## config.mk

```make
export PLATFORM = sky130hd
export DESIGN_NAME = branch_predictor_top
export DESIGN_NICKNAME = d
export VERILOG_FILES = /design/src/rtl/bp_pkg.sv /design/src/rtl/bimodal_predictor.sv /design/src/rtl/branch_predictor_top.sv /design/src/rtl/local_predictor.sv /design/src/rtl/tournament_chooser.sv
export VERILOG_INCLUDE_DIRS = /design/src /design/src/rtl
export SDC_FILE = /design/constraint.sdc
export NUM_CORES = 1
export LEC_CHECK = 0
export ABC_AREA = 0
export ABC_CLOCK_PERIOD_IN_PS = 3100
export BUFFER_PORTS_ARGS = -buffer_cell sky130_fd_sc_hd__buf_4
export CAP_MARGIN = 0
export CELL_PAD_IN_SITES_DETAIL_PLACEMENT = 1
export CELL_PAD_IN_SITES_GLOBAL_PLACEMENT = 1
export CORE_ASPECT_RATIO = 1.5
export CORE_MARGIN = 10
export CORE_UTILIZATION = 43
export DETAILED_ROUTE_END_ITERATION = 16
export PLACE_DENSITY = 0.75
export SYNTH_ARGS = -nofsm -noshare
export SYNTH_HDL_FRONTEND = slang
export SYNTH_SLANG_ARGS = --single-unit
```

## constraint.sdc

```tcl
create_clock -name clk -period 3.1 [get_ports clk]
set_clock_uncertainty 0.1 [all_clocks]
set_input_delay 0.155 -clock clk [delete_from_list [all_inputs] [get_ports clk]]
set_output_delay 0.155 -clock clk [all_outputs]
set_load 0.02 [all_outputs]
```

## src/rtl/bp_defines.svh

```systemverilog
`ifndef BP_DEFINES_SVH
`define BP_DEFINES_SVH

// Low PC bits that form the table index
// Every table has 2**BP_INDEX_BITS entries
`define BP_INDEX_BITS 3

// Local history length per entry, at least 2
// Each entry owns 2**BP_HIST_BITS pattern counters
`define BP_HIST_BITS 2

// Program counter width
`define BP_PC_BITS 32

`endif

```

## src/rtl/bp_pkg.sv

```systemverilog
`include "bp_defines.svh"

package bp_pkg;

    // 2-bit saturating counter, upper bit is the taken prediction
    typedef enum logic [1:0] {
        STRONG_NOT_TAKEN = 2'b00,
        WEAK_NOT_TAKEN   = 2'b01,
        WEAK_TAKEN       = 2'b10,
        STRONG_TAKEN     = 2'b11
    } counter_t;

    // Chooser counter, upper bit selects the local predictor
    typedef enum logic [1:0] {
        STRONG_BIMODAL = 2'b00,
        WEAK_BIMODAL   = 2'b01,
        WEAK_LOCAL     = 2'b10,
        STRONG_LOCAL   = 2'b11
    } chooser_t;

    // Resolved branch strobe
    typedef struct packed {
        logic                   valid; // One update per cycle
        logic [`BP_PC_BITS-1:0] pc;    // Branch address
        logic                   taken; // Resolved outcome
    } bp_update_t;

    // Component predictions handed to the chooser
    typedef struct packed {
        logic bimodal;    // PC-indexed counter vote
        logic local_vote; // Local history vote
    } bp_votes_t;

    // One saturating step toward taken or not taken
    function automatic counter_t counter_step(input counter_t c, input logic taken);
        counter_t n;
        n = c; // Hold at the rails
        if (taken && (c != STRONG_TAKEN)) begin
            n = counter_t'(c + 2'd1);
        end else if (!taken && (c != STRONG_NOT_TAKEN)) begin
            n = counter_t'(c - 2'd1);
        end
        return n;
    endfunction

endpackage

```

## src/rtl/bimodal_predictor.sv

```systemverilog
`include "bp_defines.svh"

module bimodal_predictor (
    input  logic                   clk,
    input  logic                   rst,
    input  logic [`BP_PC_BITS-1:0] predict_pc,
    input  bp_pkg::bp_update_t     update,
    output logic                   predict_taken,
    output logic                   update_vote
);

    localparam int entries = 1 << `BP_INDEX_BITS;

    bp_pkg::counter_t pht [entries]; // One counter per PC index

    logic [`BP_INDEX_BITS-1:0] pred_idx;
    logic [`BP_INDEX_BITS-1:0] upd_idx;

    // Index hash is a plain low-bit slice
    assign pred_idx = predict_pc[`BP_INDEX_BITS-1:0];
    assign upd_idx  = update.pc[`BP_INDEX_BITS-1:0];

    // Both read ports see the table before this cycle's update
    assign predict_taken = pht[pred_idx][1];
    assign update_vote   = pht[upd_idx][1]; // Vote the chooser trains on

    always_ff @(posedge clk or posedge rst) begin
        if (rst) begin
            for (int i = 0; i < entries; i++) begin
                pht[i] <= bp_pkg::WEAK_NOT_TAKEN;
            end
        end else if (update.valid) begin
            pht[upd_idx] <= bp_pkg::counter_step(pht[upd_idx], update.taken);
        end
    end

    // An unknown update PC would corrupt an unpredictable entry
    a_update_pc_known : assert property (
        @(posedge clk) disable iff (rst)
        update.valid |-> !$isunknown(update.pc)
    ) else $error("bimodal_predictor: update.pc has unknown bits while valid");

endmodule

```

## src/rtl/branch_predictor_top.sv

```systemverilog
`include "bp_defines.svh"

module branch_predictor_top (
    input  logic                   clk,
    input  logic                   rst,
    input  logic [`BP_PC_BITS-1:0] predict_pc,
    input  bp_pkg::bp_update_t     update,
    output logic                   prediction
);

    bp_pkg::bp_votes_t pred_votes; // Component votes for predict_pc
    bp_pkg::bp_votes_t upd_votes;  // Component votes for update.pc, pre-update

    // PC-indexed counters
    bimodal_predictor u_bimodal (
        .clk           (clk),
        .rst           (rst),
        .predict_pc    (predict_pc),
        .update        (update),
        .predict_taken (pred_votes.bimodal),
        .update_vote   (upd_votes.bimodal)
    );

    // Per-entry history with private pattern tables
    local_predictor u_local (
        .clk           (clk),
        .rst           (rst),
        .predict_pc    (predict_pc),
        .update        (update),
        .predict_taken (pred_votes.local_vote),
        .update_vote   (upd_votes.local_vote)
    );

    // Picks a component per index and trains on disagreement
    tournament_chooser u_chooser (
        .clk        (clk),
        .rst        (rst),
        .predict_pc (predict_pc),
        .update     (update),
        .pred_votes (pred_votes),
        .upd_votes  (upd_votes),
        .prediction (prediction)
    );

endmodule

```

## src/rtl/local_predictor.sv

```systemverilog
`include "bp_defines.svh"

module local_predictor (
    input  logic                   clk,
    input  logic                   rst,
    input  logic [`BP_PC_BITS-1:0] predict_pc,
    input  bp_pkg::bp_update_t     update,
    output logic                   predict_taken,
    output logic                   update_vote
);

    localparam int entries  = 1 << `BP_INDEX_BITS;
    localparam int patterns = 1 << `BP_HIST_BITS;

    // Shift below needs a history of two bits or more
    if (`BP_HIST_BITS < 2) begin : g_hist_check
        $error("local_predictor: BP_HIST_BITS must be at least 2");
    end

    logic [`BP_HIST_BITS-1:0] bht [entries];           // Per-entry outcome history
    bp_pkg::counter_t         pht [entries][patterns]; // Private pattern table per entry

    logic [`BP_INDEX_BITS-1:0] pred_idx;
    logic [`BP_INDEX_BITS-1:0] upd_idx;
    logic [`BP_HIST_BITS-1:0]  pred_hist;
    logic [`BP_HIST_BITS-1:0]  upd_hist;

    assign pred_idx = predict_pc[`BP_INDEX_BITS-1:0];
    assign upd_idx  = update.pc[`BP_INDEX_BITS-1:0];

    // History picks the counter inside the entry's own table
    assign pred_hist = bht[pred_idx];
    assign upd_hist  = bht[upd_idx]; // Pre-update history

    assign predict_taken = pht[pred_idx][pred_hist][1];
    assign update_vote   = pht[upd_idx][upd_hist][1];

    always_ff @(posedge clk or posedge rst) begin
        if (rst) begin
            for (int i = 0; i < entries; i++) begin
                bht[i] <= '0;
                for (int j = 0; j < patterns; j++) begin
                    pht[i][j] <= bp_pkg::WEAK_NOT_TAKEN;
                end
            end
        end else if (update.valid) begin
            // Train the counter the old history selected
            pht[upd_idx][upd_hist] <=
                bp_pkg::counter_step(pht[upd_idx][upd_hist], update.taken);
            // Newest outcome enters at the bottom
            bht[upd_idx] <= {upd_hist[`BP_HIST_BITS-2:0], update.taken};
        end
    end

    // Every history value must land on a reset counter
    a_predict_known : assert property (
        @(posedge clk) disable iff (rst)
        !$isunknown(predict_taken)
    ) else $error("local_predictor: predict_taken is unknown after reset");

endmodule

```

## src/rtl/tournament_chooser.sv

```systemverilog
`include "bp_defines.svh"

module tournament_chooser (
    input  logic                   clk,
    input  logic                   rst,
    input  logic [`BP_PC_BITS-1:0] predict_pc,
    input  bp_pkg::bp_update_t     update,
    input  bp_pkg::bp_votes_t      pred_votes,
    input  bp_pkg::bp_votes_t      upd_votes,
    output logic                   prediction
);

    localparam int entries = 1 << `BP_INDEX_BITS;

    bp_pkg::chooser_t chooser [entries]; // One selector per PC index

    logic [`BP_INDEX_BITS-1:0] pred_idx;
    logic [`BP_INDEX_BITS-1:0] upd_idx;
    logic                      disagree;     // Components voted differently
    logic                      toward_local; // Local vote was the right one
    logic                      train;

    assign pred_idx = predict_pc[`BP_INDEX_BITS-1:0];
    assign upd_idx  = update.pc[`BP_INDEX_BITS-1:0];

    // Upper chooser bit selects the local vote
    assign prediction = chooser[pred_idx][1] ? pred_votes.local_vote : pred_votes.bimodal;

    // With disagreeing votes exactly one of them matches the outcome
    assign disagree     = upd_votes.bimodal != upd_votes.local_vote;
    assign toward_local = upd_votes.local_vote == update.taken;
    assign train        = update.valid && disagree;

    always_ff @(posedge clk or posedge rst) begin
        if (rst) begin
            for (int i = 0; i < entries; i++) begin
                chooser[i] <= bp_pkg::WEAK_BIMODAL;
            end
        end else if (train) begin
            // Same encoding as the counters, so the counter step applies
            chooser[upd_idx] <= bp_pkg::chooser_t'(
                bp_pkg::counter_step(bp_pkg::counter_t'(chooser[upd_idx]), toward_local));
        end
    end

    // Entries outside the trained index keep their value across the edge
    for (genvar gi = 0; gi < entries; gi++) begin : g_hold_check
        a_chooser_hold : assert property (
            @(posedge clk) disable iff (rst)
            !(train && (upd_idx == gi)) |=> $stable(chooser[gi])
        ) else $error("tournament_chooser: entry %0d changed without training", gi);
    end

endmodule

```

### After elaboration in Yosys (flattened, before gate mapping)

Cells that the tools add are included.
W data, S select, Z words.

* muxes and demuxes: 50
* bitwise gates (word level): 4
* shifts and indexed selects: 0
* reduce and logical (&&, ||, !) cells: 14
* divide/modulo/power cells: 0
* $add $sub $neg: 6
* magnitude comparators: 6
* equality and inequality tests: 5
* $mul: 0

Operators by type and width (count)
* $bwmux W64: 1
* $mux W2: 27
* $bmux W8 S3: 2
* $bwmux W16: 3
* $mux W8: 5
* $bmux W2 S3: 6
* $demux W8 S3: 1
* $logic_and A1 B1 Y1: 9
* $bmux W2 S2: 2
* $ge A4 B4 Y1 const B: 2
* $not A3 Y4: 2
* $add A2 B1 Y2 const B: 3
* $demux W2 S3: 1
* $ge A3 B3 Y1 const B: 2
* $ne A2 B2 Y1 const B: 3
* $not A2 Y3: 2
* $reduce_bool A2 Y1: 3
* $sub A2 B1 Y2 const B: 3
* $demux W2 S2: 1
* $lt A4 B1 Y1 const B: 1
* $lt A3 B1 Y1 const B: 1
* $logic_not A1 Y1: 2
* $eq A1 B1 Y1: 1
* $mux W1: 1
* $ne A1 B1 Y1: 1

* output and inout port bits: 1
* memories: 0
* register bits after elaboration: 112
* bits in writable memories: 0
* bits in latches: 0
* logic and storage cells: 141
* bits in read-only memories: 0

### Depth between registers and ports, before layout

Gate-level depths: netlist (run 1).

* depth after elaboration: 15
* depth in mapped cells: 16

### Modules after synthesis

From an unflattened synthesis (run 1), not the netlist that was laid out.

* cells, all modules: 566
* area total of the unflattened synthesis: 6711.4 µm²

Modules (own cells, without submodules)
* local_predictor: sequential area each 2042.0 µm², instances 1, area each 4540.6 µm², cells an instance 362
* tournament_chooser: sequential area each 410.4 µm², instances 1, area each 1087.3 µm², cells an instance 94
* bimodal_predictor: sequential area each 410.4 µm², instances 1, area each 1083.5 µm², cells an instance 110

### Worst setup path after synthesis (run 1)

No wires, ideal clock.

* path type: register to register
* start point: reg u_local.bht[12] (netlist bit)
* end point: reg u_local.pht[31] (netlist bit)
* buffers on the path: 2
* library setup time: 65 ps
* required time: 2935 ps
* cell stages (with the launch flop): 12
* data arrival time: 2895 ps
* path slack: 40 ps
* cells stage by stage: dfrtp_1 > mux4_1 > mux2i_4 > clkbuf_1 > a2111oi_0 > a21oi_1 > a21oi_2 > ha_1 > mux2_2 > o21ai_1 > clkbuf_1 > mux2_2

* word-level cells in the longest chain between the ends: 13
* elaborated cells on any way between the ends: 24
* those cells by class: 2 x add/sub; 2 x order compare; 1 x eq/ne; 14 x mux; 1 x bitwise; 4 x reduce/logical

RTL lines
* from (decl): RTL line local_predictor.sv:20 `` logic [`BP_HIST_BITS-1:0] bht [entries]; ``
* from (signal, indexed assignment): RTL line local_predictor.sv:51 `` bht[upd_idx] <= {upd_hist[`BP_HIST_BITS-2:0], update.taken}; ``
* $bmux W2 S3 (*): RTL line local_predictor.sv:33 `assign upd_hist = bht[upd_idx];`
* $mux W2 (not written as such) (*) (2 in series): RTL line local_predictor.sv:33
* $not A2 Y3 (not written as such) (*): RTL line local_predictor.sv:48, local_predictor.sv:49
* branches (longest 8 deep; another with $sub A2 B1 Y2)
* $bwmux W64 (*): RTL line local_predictor.sv:48 `pht[upd_idx][upd_hist] <=`
* to (signal, indexed assignment): RTL line local_predictor.sv:43 `pht[i][j] <= bp_pkg::WEAK_NOT_TAKEN;`
* to (signal, indexed assignment): RTL line local_predictor.sv:48
* to (decl): RTL line local_predictor.sv:21 `bp_pkg::counter_t pht [entries][patterns];`

Every way passes the cells marked *. The select of a mux whose other input is x is not followed.
A chain may end at the register's enable or synchronous reset.

### Worst setup path after layout (run 1)

* start point: reg u_local.bht[4] (netlist bit)
* end point: reg u_local.pht[43] (netlist bit)

The elaborated chain is that of the path after synthesis.

==> metrics.txt, run 1 <==
switching pwr=0.00260 W; reg2reg setup slack=-0.08 ns; crit-path cells=mux4_2 > mux2i_4 > buf_12 > buf_4 > a21oi_1 > a21oi_2 > inv_2 > ha_4 > o211ai_1 > o21ai_4 > buf_12 > mux2_2; Synth cell types=46; area occupied by multi-input gates=3320 um^2; CP required=approximately 3.2 ns; Post-Route WL=18000 um; Starting DRT DRC Count=270; Cell Area, Synth=6170 um^2; Die Y=roughly 170 um; ANT cells=0; Synthesized Nets=~580; Async SR Flop Fraction=100%; total number of vias=4404; EDFF count, synth=0; Hold Path Depth=3; relative slew slack=40.6%; io pins=69; total power=0.00721 W; GRT Resource Usage Total=~18%; yosys warns=0; Clock power frac=16.9%; Fillers=1438; Core Area=14100 um^2; Die X=118 um; top area cells in the synthesized netlist=dfrtp_1 (26%), dfstp_2 (20%), mux2_2 (16%), mux4_2 (11%), nand2_1 (4.1%); syn_area_per_cell=12.2 um^2; most frequent cell after synthesis=mux2_2; ys flop type=dfrtp_1; pwr dens=about 980 nW/um^2; number of port buffers=10; Pins Over Slew Limit=0; Worst-Margin Slew=0.886 ns; final hold violation count=0; Synth area leader=dfrtp_1; Sequential Power Share=a little under two fifths; Startpoint Class=register; Starting Density=43.9%; Max Root-Sink Buffers=2; Sw Share=36.0%; register area share after synthesis=46.4%; post-synthesis cell count=about 510; Combinational Power Share=between 40 and 50%; crit path DAT=3.32 ns; Via density=between 5 and 6; wire per inst=23.8 um; Critical Path End Type=register; worst skew pair latency=0.36 ns; Hold Crit Class=primary input to register; drt drc=0; layout cells sized above 1=49.5%; Worst path most repeated cell=buf_12; GRT overflow=0; final worst slack=-0.0820 ns; Reg clk slew, reported paths=0.08 ns; Slowest-stage cell, CP=mux4_2; worst hold slack=0.0588 ns; CTS sink cnt=112; failing checks=setup timing; first-pass GRT wire length=27900 um; most frequent cells after synthesis=mux2_2 (85), nand2_1 (67), dfrtp_1 (64); VDD IR max=0.621 mV; vias in the first global route=4845; clk root buf=clkbuf_16; MaxCap Viol Count=0; site row count=53; worst reg2reg path depth=12; pin count of the biggest net entering global routing=just over 80; Tcrit/Tclk final=103%; CP max FO=16; Crit Path Class=register to register; Lkg Pwr=approximately 3.2 nW; Achievable Freq=314 MHz; die area=about 20000 um^2; Final Critical Period=3.18 ns; setup violators final=39; Int Power=0.00461 W; DP Wirelength=12200 um; synthesis-to-finish area growth=19.8%; Yosys reg bits=112; CP bufs+invs=4; cell count along the critical path=12; Register Area=around 2900 um^2; cts bufs inserted=9; area share of the largest cell type after synthesis=25.9%; RSZ-0062 raised after global routing=yes; initial antenna violation count=0; 1st-pass router iterations=4; Largest stage delay, worst path=roughly 0.50 ns; status=finished, violations left; Nets=631; CTS H-tree depth=3; family with the most delay on the worst path=multiplexers; CTS tree=built; antenna viol nets, final=0; Final GP Congestion=slightly above 0.8
==> kinds of logic after synthesis <==
| family | after synthesis | synth area share [%] |
|---|---|---|
| and+or+nand+nor | 128 | 8.90 |
| muxes | 149 | 33.0 |
| DFF | 112 | 46.4 |
| AOI/OAI and AO/OA | 65 | 6.79 |
| buffers and inverters | 42 | 2.92 |
| adders and majority gates | 6 | 1.22 |
| xor gates and xnor gates | 6 | 0.851 |
==> cells in the final DEF (no fill, tap or decap), types with 6 or more instances in the layout <==
master,synthesis,final
nor2_1,28,28
o21ai_0,31,31
nor2b_1,8,8
buf_12,0,6
nand2_1,67,67
mux2_2,85,66
mux2i_1,24,22
buf_4,1,61
dfstp_2,48,48
clkbuf_16,0,10
mux2_4,2,26
nand3_1,10,10
a21oi_1,9,9
dfrtp_1,64,64
mux4_2,30,32
==> per-stage QoR <==
stage / utilization (%) / TNS (ns) / worst slack, ns / instance area, um^2 / cells
after floorplan: - / 0 / 0.0402 / 6180 / 508
after global placement: 48.4 / -4.33 / -0.174 / 6810 / 728
after detailed placement: 48.4 / -6.77 / -0.195 / 6810 / 728
after CTS: 51.6 / -0.834 / -0.0454 / 7260 / 750
after global routing: 52.6 / -6.57 / -0.170 / 7390 / 754
final: 52.6 / -1.99 / -0.0820 / 7390 / 754
==> power by group through the flow <==
stage	clock [W]	sequential, W	combinational, W
after floorplan	0	0.00251	0.00184
after detailed placement	0	0.00268	0.00273
after CTS	0.00123	0.00266	0.00313
after global placement	0	0.00262	0.00259
final	0.00122	0.00267	0.00332
after global routing	0.00129	0.00274	0.00357
==> worst register-to-register path, cell delays in order (launching register included) <==
cell	delay [ns]
dfrtp_1	0.40
mux4_2	0.50
mux2i_4	0.23
buf_12	0.16
buf_4	0.12
a21oi_1	0.09
a21oi_2	0.28
inv_2	0.09
ha_4	0.18
o211ai_1	0.28
o21ai_4	0.16
buf_12	0.18
mux2_2	0.28
==> sequential cells by signal, summed over array words and instances (netlist names) <==
name	cells
u_bimodal.pht	16
u_chooser.chooser	16
u_local.bht	16
u_local.pht	64
==> final cells by class <==
type                            instances  share of cell area [%]
Clock buffer                           10                    3.23
Timing Repair Buffer                   70                    8.44
Inverter                               10                   0.558
Multi-Input combinational cell        354                    44.9
Clock inverter                          6                   0.914
Tap cell                              192                    3.25
Sequential cell                       112                    38.7
==> routing by layer <==
metal / vias up / part of all wire, % / global-route usage, %
li1: 1940 / - / -
met1: 2313 / 38 / 20.6
met2: 111 / 55 / 31.8
met3: 40 / 3.6 / 2.84
met4: 0 / 3.4 / 8.90
met5: - / 0 / 0
==> path summary, 6_finish.rpt <==
kind	start	end
setup / recovery	u_local.bht[4]	u_local.pht[43]
hold / removal	update[0]	u_local.bht[10]
setup reg to reg	u_local.bht[4]	u_local.pht[43]
hold reg to reg	u_bimodal.pht[4]	u_bimodal.pht[4]
max in group asynchronous	rst	u_local.pht[56]
min in group asynchronous	rst	u_local.bht[7]
==> what timing repair did <==
action / in CTS / in global routing
gates resized for setup: 19 / 27
pin swaps: 5 / 4
gates cloned: 1 / 1
hold endpoints to repair: 16 / 0
setup endpoints to repair: 72 / 80
buffers inserted: 4 / 3
hold buffers: 1 / 0
No activity file was read; power rests on OpenSTA's default activity.
==> run 2: changes to the inputs <==
Settings changed: CORE_MARGIN 10 to default, MAX_ROUTING_LAYER from default to met4, REMOVE_ABC_BUFFERS from default to 1.
==> metrics.txt, run 2 (synthesis gave the netlist of run 1 again) <==
Hold Crit Class=primary input to register; drt drc=0; Max Root-Sink Buffers=2; Die X=99.8 um; site row count=53; number of port buffers=10; Via density=around 5.9; clk root buf=clkbuf_16; Tcrit/Tclk final=100%; most common cell after layout, fill and taps aside=mux2_2; Starting Density=between 40 and 50%; final std cells w/o fill=753; Final GP Congestion=0.829; worst skew pair latency=roughly 0.36 ns; CTS tree=built; Nets=630; cts bufs inserted=9; CP required=3.24 ns; Sw Share=a little over a third; crit path DAT=3.25 ns; RSZ-0062 raised after global routing=yes; Starting DRT DRC Count=253; VDD IR max=between 0.5 and 0.6 mV; reg2reg setup slack=-0.007 ns; GRT Resource Usage Total=26.2%; GRT overflow=0; synthesis-to-finish area growth=17.9%; Worst-Margin Slew=0.767 ns; antenna viol nets, final=0; final hold violation count=0; Sequential Power Share=~38%; Core Area=14000 um^2; Pins Over Slew Limit=0; Achievable Freq=322 MHz; Critical Path End Type=register; CP max FO=16; layout cells sized above 1=48.0%; pin count of the biggest net entering global routing=65; status=finished, violations left; Combinational Power Share=44.7%; setup_tns=-0.0193 ns; Lkg Pwr=3.09 nW; Final Critical Period=3.11 ns; ANT cells=0; total power=0.00704 W; Int Power=between 0.004 and 0.005 W; setup violators final=4; CTS H-tree depth=3; MaxCap Viol Count=0; Die Y=149 um; Reg clk slew, reported paths=roughly 0.08 ns; Crit Path Class=register to register; wire per inst=23.8 um; most frequent cells in the layout=mux2_2 (85), nand2_1 (67), dfrtp_1 (64); Clock power frac=roughly 17%; placed cells=730; die area=around 15000 um^2; 1st-pass router iterations=4; switching pwr=0.00253 W; Startpoint Class=register; first-pass GRT wire length=between 20000 and 30000 um; pwr dens=967 nW/um^2; initial antenna violation count=0; relative slew slack=48.5%; total number of vias=4420; Reg with most FFs=u_local.pht; final worst slack=-0.00725 ns; io pins=69; DP Wirelength=12500 um; worst hold slack=0.0586 ns; failing checks=setup timing; max FFs per register=64; vias in the first global route=4947; Post-Route WL=17900 um; CTS sink cnt=112
run 2: worst paths after layout:
path,startpoint,to,cells past startpoint
max in group asynchronous,rst,u_local.pht[14],4
worst max-delay path,u_local.bht[8],u_local.pht[39],11
worst min register to register,u_bimodal.pht[0],u_bimodal.pht[0],2
worst max register to register,u_local.bht[8],u_local.pht[39],11
worst min-delay path,update[0],u_local.bht[6],3
min in group asynchronous,rst,u_local.pht[35],3
run 2: power by group through the flow:
stage	sequential [W]	combinational, W	clock (W)
after floorplan	0.00251	0.00174	0
after global placement	0.00262	0.00267	0
after detailed placement	0.00268	0.00279	0
after CTS	0.00266	0.00291	0.00124
after global routing	0.00274	0.00337	0.00128
final	0.00267	0.00315	0.00122
run 2: through the flow:
stage / cell area [um^2] / setup WS (ns) / utilization (%)
finish: 7280 / -0.00725 / 52.0
global route: 7280 / -0.0757 / 52.0
CTS: 7180 / 0.0164 / 51.3
detailed placement: 6800 / -0.230 / 48.6
global placement: 6800 / -0.163 / 48.6
floorplan: 6030 / -0.565 / -
run 2: final cells by class:
type                            instances  area, um^2
Inverter                               10        40.0
Timing Repair Buffer                   69         588
Sequential cell                       112        2860
Fill cell                            1462        6720
Multi-Input combinational cell        354        3230
Clock buffer                           10         239
Tap cell                              192         240
Clock inverter                          6        77.6
run 2: timing repair:
item | in CTS | in global routing
buffers inserted | 3 | 2
hold buffers | 1 | 0
gates cloned | 0 | 1
setup endpoints to repair | 73 | 59
pin swaps | 2 | 3
endpoints found under the hold margin | 23 | 0
gates resized for setup | 8 | 9
run 2: critical path, cell delays in order (launching register included):
cell and delay [ns]:
dfrtp_1 0.40, mux4_2 0.51, mux2i_4 0.18, buf_12 0.16, o211ai_1 0.19, a2bb2oi_4 0.27, inv_2 0.09, ha_4 0.18
o211ai_1 0.28, o21ai_4 0.15, buf_12 0.18, mux2_1 0.29
run 2: per-layer routing:
| metal | GRT usage (%) | routed length [um] | share of wire, % |
|---|---|---|---|
| met1 | 29.0 | 6770 | 38 |
| met2 | 44.7 | 9560 | 53 |
| met5 | - | 0 | 0 |
| met4 | 15.7 | 877 | 4.9 |
| met3 | 3.37 | 689 | 3.8 |
